## config.mk

```make
export PLATFORM = sky130hd
export DESIGN_NAME = dbgmon
export DESIGN_NICKNAME = d
export VERILOG_FILES = /design/src/verilog/dbgmon_pkg.sv /design/src/verilog/dbgmon.sv /design/src/verilog/dbgmon_regs.sv /design/src/verilog/dbgmon_trace.sv /design/src/verilog/dbgmon_trigger.sv /design/src/verilog/trace_ram.sv
export SDC_FILE = /design/constraint.sdc
export NUM_CORES = 2
export LEC_CHECK = 0
export BUFFER_PORTS_ARGS = -buffer_cell sky130_fd_sc_hd__buf_2
export CORE_MARGIN = 2
export CORE_UTILIZATION = 28
export DETAILED_ROUTE_END_ITERATION = 12
export PLACE_DENSITY_LB_ADDON = 0.25
export SYNTH_ARGS = -nofsm -noshare
export SYNTH_HDL_FRONTEND = slang
export SYNTH_SLANG_ARGS = --single-unit
```

## constraint.sdc

```tcl
create_clock -name clk -period 8.77 [get_ports clk]
set_input_delay 1.754 -clock clk [delete_from_list [all_inputs] [get_ports clk]]
set_output_delay 1.754 -clock clk [all_outputs]
set_load 0.005 [all_outputs]
```

## src/verilog/dbgmon_pkg.sv

```systemverilog
package dbgmon_pkg;

typedef logic [31:0] word_t;
typedef logic [31:0] addr_t;
typedef logic [11:0] paddr_t;
typedef logic [15:0] delay_t;
typedef logic [ 4:0] trace_idx_t;
typedef logic [ 1:0] kind_t;

localparam int TRACE_DEPTH = 32;

localparam kind_t KIND_ALU   = 2'd0;
localparam kind_t KIND_LOAD  = 2'd1;
localparam kind_t KIND_STORE = 2'd2;
localparam kind_t KIND_TRAP  = 2'd3;

// register map, byte addresses.
localparam paddr_t REG_PC     = 12'h000;
localparam paddr_t REG_BP0    = 12'h010;
localparam paddr_t REG_BP1    = 12'h014;
localparam paddr_t REG_BP2    = 12'h018;
localparam paddr_t REG_BP3    = 12'h01C;
localparam paddr_t REG_WP0    = 12'h020;
localparam paddr_t REG_WP1    = 12'h024;
localparam paddr_t REG_WP2    = 12'h028;
localparam paddr_t REG_WP3    = 12'h02C;
localparam paddr_t REG_EXC    = 12'h030;
localparam paddr_t REG_IRQ    = 12'h034;
localparam paddr_t REG_DELAY  = 12'h038;
localparam paddr_t REG_FREEZE = 12'h03C;
localparam paddr_t TRACE_BASE = 12'h800; // bit 11 opens the trace window.

// one retired instruction; for traps addr holds the cause and irq flag.
typedef struct packed {
    kind_t kind;
    addr_t pc;
    addr_t addr;
    word_t data;
} commit_pkg_t;

typedef struct packed {
    logic   psel;
    logic   penable;
    logic   pwrite;
    paddr_t paddr;
    word_t  pwdata;
} apb_req_t;

typedef struct packed {
    word_t prdata;
    logic  pready;
    logic  pslverr;
} apb_rsp_t;

// enable sits in bit 31 of every word.
typedef struct packed {
    word_t [3:0] bp;
    word_t [3:0] wp;
    word_t       exc;
    word_t       irq;
    delay_t      delay;
} trig_cfg_t;

typedef enum logic [0:0] {
    TRIG_IDLE,
    TRIG_COUNT
} trig_state_t;

endpackage

```

## src/verilog/dbgmon.sv

```systemverilog
`timescale 1ns/1ns

module dbgmon (
    input                              clk,
    input                              rstn,

    input  dbgmon_pkg::apb_req_t       apb_req,
    output dbgmon_pkg::apb_rsp_t       apb_rsp,

    input  dbgmon_pkg::addr_t          pc,

    input                              commit_valid,
    input  dbgmon_pkg::commit_pkg_t    commit,

    output logic                       halt_req
);

dbgmon_pkg::trig_cfg_t  cfg;
logic                   freeze_we;
logic                   freeze_val;
logic                   frozen;
dbgmon_pkg::trace_idx_t trace_rd_idx;
logic [1:0]             trace_rd_word;
dbgmon_pkg::word_t      trace_rdata;

dbgmon_regs u_regs (
    .clk           ( clk           ),
    .rstn          ( rstn          ),
    .apb_req       ( apb_req       ),
    .apb_rsp       ( apb_rsp       ),
    .pc            ( pc            ),
    .frozen        ( frozen        ),
    .trace_rdata   ( trace_rdata   ),
    .cfg           ( cfg           ),
    .freeze_we     ( freeze_we     ),
    .freeze_val    ( freeze_val    ),
    .trace_rd_idx  ( trace_rd_idx  ),
    .trace_rd_word ( trace_rd_word )
);

dbgmon_trigger u_trigger (
    .clk          ( clk          ),
    .rstn         ( rstn         ),
    .cfg          ( cfg          ),
    .commit_valid ( commit_valid ),
    .commit       ( commit       ),
    .halt_req     ( halt_req     )
);

dbgmon_trace u_trace (
    .clk           ( clk           ),
    .rstn          ( rstn          ),
    .commit_valid  ( commit_valid  ),
    .commit        ( commit        ),
    .halt_req      ( halt_req      ),
    .freeze_we     ( freeze_we     ),
    .freeze_val    ( freeze_val    ),
    .trace_rd_idx  ( trace_rd_idx  ),
    .trace_rd_word ( trace_rd_word ),
    .frozen        ( frozen        ),
    .trace_rdata   ( trace_rdata   )
);

endmodule

```

## src/verilog/dbgmon_regs.sv

```systemverilog
`timescale 1ns/1ns

module dbgmon_regs (
    input                              clk,
    input                              rstn,

    input  dbgmon_pkg::apb_req_t       apb_req,
    output dbgmon_pkg::apb_rsp_t       apb_rsp,

    input  dbgmon_pkg::addr_t          pc,
    input                              frozen,
    input  dbgmon_pkg::word_t          trace_rdata,

    output dbgmon_pkg::trig_cfg_t      cfg,
    output logic                       freeze_we,
    output logic                       freeze_val,
    output dbgmon_pkg::trace_idx_t     trace_rd_idx,
    output logic [1:0]                 trace_rd_word
);

logic              setup;
logic              wr_en;
logic              rd_en;
logic              trace_win;
logic [3:0]        bp_hit;
logic [3:0]        wp_hit;
dbgmon_pkg::word_t rd_word;
dbgmon_pkg::word_t rd_word_q;
logic              trace_sel_q;

// both writes and reads act on the setup cycle.
assign setup     = apb_req.psel && ~apb_req.penable;
assign wr_en     = setup &&  apb_req.pwrite;
assign rd_en     = setup && ~apb_req.pwrite;
assign trace_win = apb_req.paddr >= dbgmon_pkg::TRACE_BASE;

assign bp_hit = {apb_req.paddr == dbgmon_pkg::REG_BP3,
                 apb_req.paddr == dbgmon_pkg::REG_BP2,
                 apb_req.paddr == dbgmon_pkg::REG_BP1,
                 apb_req.paddr == dbgmon_pkg::REG_BP0};

assign wp_hit = {apb_req.paddr == dbgmon_pkg::REG_WP3,
                 apb_req.paddr == dbgmon_pkg::REG_WP2,
                 apb_req.paddr == dbgmon_pkg::REG_WP1,
                 apb_req.paddr == dbgmon_pkg::REG_WP0};

always_ff @(posedge clk or negedge rstn) begin
    if (~rstn) begin
        cfg <= '0;
    end
    else if (wr_en) begin
        for (int i = 0; i < 4; i++) begin
            if (bp_hit[i])
                cfg.bp[i] <= apb_req.pwdata;
            if (wp_hit[i])
                cfg.wp[i] <= apb_req.pwdata;
        end
        if (apb_req.paddr == dbgmon_pkg::REG_EXC)
            cfg.exc <= apb_req.pwdata;
        if (apb_req.paddr == dbgmon_pkg::REG_IRQ)
            cfg.irq <= apb_req.pwdata;
        if (apb_req.paddr == dbgmon_pkg::REG_DELAY)
            cfg.delay <= apb_req.pwdata[15:0];
    end
end

// the freeze flag itself lives with the trace pointer.
assign freeze_we  = wr_en && (apb_req.paddr == dbgmon_pkg::REG_FREEZE);
assign freeze_val = apb_req.pwdata[0];

assign trace_rd_idx  = apb_req.paddr[8:4]; // relative to oldest entry.
assign trace_rd_word = apb_req.paddr[3:2];

always_comb begin
    rd_word = '0; // unmapped reads as zero.
    case (apb_req.paddr)
        dbgmon_pkg::REG_PC:     rd_word = pc;
        dbgmon_pkg::REG_BP0:    rd_word = cfg.bp[0];
        dbgmon_pkg::REG_BP1:    rd_word = cfg.bp[1];
        dbgmon_pkg::REG_BP2:    rd_word = cfg.bp[2];
        dbgmon_pkg::REG_BP3:    rd_word = cfg.bp[3];
        dbgmon_pkg::REG_WP0:    rd_word = cfg.wp[0];
        dbgmon_pkg::REG_WP1:    rd_word = cfg.wp[1];
        dbgmon_pkg::REG_WP2:    rd_word = cfg.wp[2];
        dbgmon_pkg::REG_WP3:    rd_word = cfg.wp[3];
        dbgmon_pkg::REG_EXC:    rd_word = cfg.exc;
        dbgmon_pkg::REG_IRQ:    rd_word = cfg.irq;
        dbgmon_pkg::REG_DELAY:  rd_word = {16'b0, cfg.delay};
        dbgmon_pkg::REG_FREEZE: rd_word = {31'b0, frozen};
        default:                rd_word = '0;
    endcase
end

always_ff @(posedge clk or negedge rstn) begin
    if (~rstn) begin
        rd_word_q   <= '0;
        trace_sel_q <= 1'b0;
    end
    else if (rd_en) begin
        rd_word_q   <= rd_word;
        trace_sel_q <= trace_win;
    end
end

// ram output and register word are both valid in the access cycle.
always_comb begin
    apb_rsp.prdata  = trace_sel_q ? trace_rdata : rd_word_q;
    apb_rsp.pready  = 1'b1;
    apb_rsp.pslverr = 1'b0;
end

endmodule

```

## src/verilog/dbgmon_trace.sv

```systemverilog
`timescale 1ns/1ns

module dbgmon_trace (
    input                              clk,
    input                              rstn,

    input                              commit_valid,
    input  dbgmon_pkg::commit_pkg_t    commit,
    input                              halt_req,

    input                              freeze_we,
    input                              freeze_val,
    input  dbgmon_pkg::trace_idx_t     trace_rd_idx,
    input  logic [1:0]                 trace_rd_word,

    output logic                       frozen,
    output dbgmon_pkg::word_t          trace_rdata
);

dbgmon_pkg::trace_idx_t wptr;
dbgmon_pkg::trace_idx_t ram_addr;
logic                   ram_we;
logic [127:0]           ram_wdata;
logic [127:0]           ram_rdata;
logic [1:0]             word_q;

assign ram_we    = commit_valid && ~frozen;
assign ram_wdata = {dbgmon_pkg::word_t'(commit.kind), commit.data, commit.addr, commit.pc};

// once frozen, wptr points at the oldest entry.
assign ram_addr = frozen ? wptr + trace_rd_idx : wptr;

always_ff @(posedge clk or negedge rstn) begin
    if (~rstn)
        wptr <= '0;
    else if (ram_we)
        wptr <= wptr + 5'd1;
end

always_ff @(posedge clk or negedge rstn) begin
    if (~rstn)
        frozen <= 1'b0;
    else if (halt_req)
        frozen <= 1'b1; // halt beats a host write.
    else if (freeze_we)
        frozen <= freeze_val;
end

always_ff @(posedge clk) begin
    word_q <= trace_rd_word;
end

trace_ram u_trace_ram (
    .clk   ( clk       ),
    .we    ( ram_we    ),
    .addr  ( ram_addr  ),
    .wdata ( ram_wdata ),
    .rdata ( ram_rdata )
);

assign trace_rdata = ram_rdata[32*word_q +: 32];

endmodule

```

## src/verilog/dbgmon_trigger.sv

```systemverilog
`timescale 1ns/1ns

module dbgmon_trigger (
    input                              clk,
    input                              rstn,

    input  dbgmon_pkg::trig_cfg_t      cfg,

    input                              commit_valid,
    input  dbgmon_pkg::commit_pkg_t    commit,

    output logic                       halt_req
);

logic                    is_insn;
logic                    is_mem;
logic                    is_trap;
logic [3:0]              bp_match;
logic [3:0]              wp_match;
logic [4:0]              cause;
logic                    cause_ok;
logic                    exc_match;
logic                    irq_match;
logic                    match;
dbgmon_pkg::trig_state_t state;
dbgmon_pkg::delay_t      cnt;

always_comb begin
    is_insn = 1'b0;
    is_mem  = 1'b0;
    is_trap = 1'b0;
    case (commit.kind)
        dbgmon_pkg::KIND_ALU: begin
            is_insn = 1'b1;
        end
        dbgmon_pkg::KIND_LOAD,
        dbgmon_pkg::KIND_STORE: begin
            is_insn = 1'b1;
            is_mem  = 1'b1;
        end
        dbgmon_pkg::KIND_TRAP: begin
            is_trap = 1'b1;
        end
        default: begin
            is_insn = 1'b0;
        end
    endcase
end

// halfword aligned, so bit 0 of pc and addr is not compared.
always_comb begin
    for (int i = 0; i < 4; i++) begin
        bp_match[i] = cfg.bp[i][31] && is_insn && (cfg.bp[i][30:0] == commit.pc[31:1]);
        wp_match[i] = cfg.wp[i][31] && is_mem && (cfg.wp[i][30:0] == commit.addr[31:1]);
    end
end

assign cause    = commit.addr[4:0];
assign cause_ok = cause != 5'd31; // bit 31 is the enable, not a cause.

assign exc_match = cfg.exc[31] && is_trap && ~commit.addr[31] && cause_ok && cfg.exc[cause];
assign irq_match = cfg.irq[31] && is_trap &&  commit.addr[31] && cause_ok && cfg.irq[cause];

assign match = commit_valid && (|bp_match || |wp_match || exc_match || irq_match);

// zero delay halts on the match itself.
assign halt_req = commit_valid &&
                  (((state == dbgmon_pkg::TRIG_IDLE) && match && (cfg.delay == '0)) ||
                   ((state == dbgmon_pkg::TRIG_COUNT) && (cnt == 16'd1)));

always_ff @(posedge clk or negedge rstn) begin
    if (~rstn) begin
        state <= dbgmon_pkg::TRIG_IDLE;
        cnt   <= '0;
    end
    else begin
        case (state)
            dbgmon_pkg::TRIG_IDLE: begin
                if (match && (cfg.delay != '0)) begin
                    state <= dbgmon_pkg::TRIG_COUNT;
                    cnt   <= cfg.delay;
                end
            end
            dbgmon_pkg::TRIG_COUNT: begin
                if (commit_valid) begin // matches while counting are ignored.
                    cnt <= cnt - 16'd1;
                    if (cnt == 16'd1)
                        state <= dbgmon_pkg::TRIG_IDLE;
                end
            end
            default: begin
                state <= dbgmon_pkg::TRIG_IDLE;
            end
        endcase
    end
end

endmodule

```

## src/verilog/trace_ram.sv

```systemverilog
`timescale 1ns/1ns

module trace_ram (
    input                              clk,
    input                              we,
    input  dbgmon_pkg::trace_idx_t     addr,
    input  logic [127:0]               wdata,
    output logic [127:0]               rdata
);

logic [127:0] mem [dbgmon_pkg::TRACE_DEPTH];

// read returns the old line on a write cycle.
always_ff @(posedge clk) begin
    if (we)
        mem[addr] <= wdata;
    rdata <= mem[addr];
end

endmodule
```

==> flow_summary.ini <==
[cts]
cts_tree = built
clkSinkCount = 3628
clk_pin_slew_ns = 0.06
postCtsSetupRepairBufs = 0
insertion_delay_ns = 1.00
cts_buffers = 383
cts_buffer_depth = 4
cts_resized = 0
cts-root-buf = clkbuf_16
cts.htree.levels = 5
cts_hold_buffers = 0

[pwr]
p_total_mw = 48.60
pwr-share-seq = 0.425
netSwitchingFraction = 0.3044
p_leak_nw = 53.68
peakVddDrop_mv = 0.2598
powerDensity_mw_per_mm2 = 296.9
p_comb_frac = 0.242
p_sw_mw = 14.79
pwr-share-clk = 0.333
intPower_mw = 33.80

[flow_run]
maxCapViolations = 0

[synth]
synth_compound_area_frac = 0.03847
synth_nets = 6891
ys_ff_latch = 3628
synth_top_area_cell = edfxtp_1
yosys_warnings = 0
synth-xor-area-share = 0.01629
yosysSeqAreaShare = 0.7554
synth_top_family_by_area = multiplexers
synthFlopType = edfxtp_1
synth.area.mux_share = 0.1593
netlist_instances = 6701
synth_simple_gate_area_frac = 0.01833
synth_top_area_frac = 0.6712
syn_area_mm2 = 0.1403
synth_edf_count = 3136
yosys.cell_count.top_type = edfxtp_1
yosys-top-cells-count = edfxtp_1, mux4_2, a22oi_1
postSynth.asyncResetShare = 0.1080
synth_cell_types = 63
avgSynthCellArea_um2 = 20.94
synth.area.top_cells = edfxtp_1, mux4_2, dfrtp_1, mux2_2, a22oi_1
synth_adder_area_share = 0.0009453

[drt]
firstDrtPassIters = 6
wire_per_inst_um = 34.40
drtIter0Drc = 8394
wl_mm = 486.1
vias_per_cell = 5.274
ant_nets = 0
vias = 74527
drc_errors = 0

[floorplanning]
ios = 215
num_rows = 259
core_area_mm2 = 0.4984
fp.dieH_um = 711.9
die_area_mm2 = 0.5068
start_util = 0.2815
fp.dieW_um = 711.9

[sta]
final.setup.tns_ns = 0
finalHoldViolations = 0
finalMaxSlewViolations = 0
period_minus_slack_ns = 6.776
setup_viol = 0
slew_headroom = 0.05058
period_share = 0.7726
fmax_mhz = 147.6
rsz0062_at_grt = false
setup_ws_ns = 1.994
fin_skew_ns = 0.05758
worst_pin_slew_ns = 1.419

[place]
dp_slack_ns = 1.839
port_buffers = 212
place_congestion = 0.9254
place_area_mm2 = 0.1512
dp.final_hpwl_mm = 290.8

[global_route]
grt_pass1_vias = 75625
grt_max_degree = 138
overflow = 0
grtUsageTotal = 0.1867
antenna_found_initial = 74
grt_pass1_wl_mm = 661.0

[worst_hold_path]
hold_path_depth = 1
hp-class = flop to flop

[setup_path]
critPathArrivalTime_ns = 5.02
crit_required_ns = 7.02
critPathKind = primary input to output pin
slowest_delay_ns = 0.71
cp_max_fo = 36
cp-start-kind = primary input
ff2ff_setup_slack_ns = 2.96
end_kind = output pin
cpMaxStageDelayCell = buf_2
cp_cell_sequence = buf_2, buf_4, mux4_2, mux2i_1, a22oi_1, a31oi_4, nand2_1, nand2_1, o31ai_1, buf_2
r2r_cells = 10

[finish]
drive_gt1_frac = 0.2985
final_core_util = 0.3284
nets = 7316
areaGrowthSynthToFinish_pct = 16.64
fin_area_mm2 = 0.1637

[outcome]
outcome = finished, final reports clean
final timing paths:
check                                      from                             to
setup / recovery                     commit[33]                       halt_req
hold / removal             u_regs.rd_word_q[20]           u_regs.rd_word_q[20]
setup reg to reg                u_trace.wptr[0]  u_trace.u_trace_ram.mem[3][0]
hold reg to reg            u_regs.rd_word_q[20]           u_regs.rd_word_q[20]
max in group asynchronous                  rstn                u_regs.cfg[172]
min in group asynchronous                  rstn                 u_regs.cfg[48]
per-stage QoR:
stage | cells | hold slack (ns)
4_1_cts | 14110 | 0.4800
3_3_place_gp | 13395 | 0.4519
5_1_grt | 14111 | 0.4999
6_report | 14130 | 0.4811
3_5_place_dp | 13396 | 0.4665
2_1_floorplan | 6701 | 0.4348
cell type report:
| class | count | area (um^2) |
|---|---|---|
| Tap cell | 6655 | 8327 |
| Timing Repair Buffer | 435 | 3666 |
| Inverter | 5 | 18.77 |
| Antenna cell | 20 | 50.05 |
| Fill cell | 47369 | 334700 |
| Sequential cell | 3628 | 106000 |
| Clock inverter | 213 | 2027 |
| Clock buffer | 501 | 10400 |
| Multi-Input combinational cell | 2673 | 33180 |
registers in the layout (all words and copies together), names as in the netlist:
signal and flops:
u_trigger.cnt 16, u_trigger.state 1, u_trace.wptr 5, u_trace.frozen 1
u_trace.u_trace_ram.mem 3136, u_regs.rd_word_q 32, u_regs.cfg 336, u_trace.word_q 2
u_regs.trace_sel_q 1, u_trace.u_trace_ram.rdata 98
worst max-delay path, delay by kind of cell:
family | cells | cell delay (ns)
buffers and inverters | 3 | 1.29
multiplexers | 2 | 0.94
AND/OR/NAND/NOR | 2 | 0.27
AO/OA/AOI/OAI | 3 | 0.65
power groups by stage:
stage | clock (mW) | combinational, mW | sequential (mW)
global placement | 0 | 11.9 | 20.9
finish | 16.2 | 11.8 | 20.6
CTS | 16.5 | 12.0 | 20.6
detailed placement | 0 | 12.0 | 21.0
global route | 17.1 | 12.4 | 20.7
floorplan | 0 | 6.94 | 20.7
layout by cell type (no fill, tap or decap), drive strengths merged, types with 100 or more instances in the layout:
master	netlist	layout
mux4	803	803
edfxtp	3136	3136
nand4	122	122
buf	119	435
mux2	340	340
clkinv	0	149
dfxtp	100	100
nor2	146	146
dfrtp	392	392
xor2	250	250
clkbuf	276	501
a22oi	435	435
logic make-up (layout without fill, tap and decap cells):
logic type	Yosys count	count (layout)
adder cells (fa/ha/maj)	10	10
AND/OR/NAND/NOR	494	494
AO/OA/AOI/OAI	720	720
buffers and inverters	400	1154
XOR/XNOR	261	261
multiplexers	1186	1186
flip-flops	3628	3628
other	2	22
layer usage:
metal,vias up,GRT usage,wire [um]
met5,-,0,222
met4,38,0.06240,18850
met3,744,0.03118,32540
met2,3167,0.3002,227600
met1,41510,0.2572,206900
li1,29068,-,-
(Power assumes the default switching activity.)
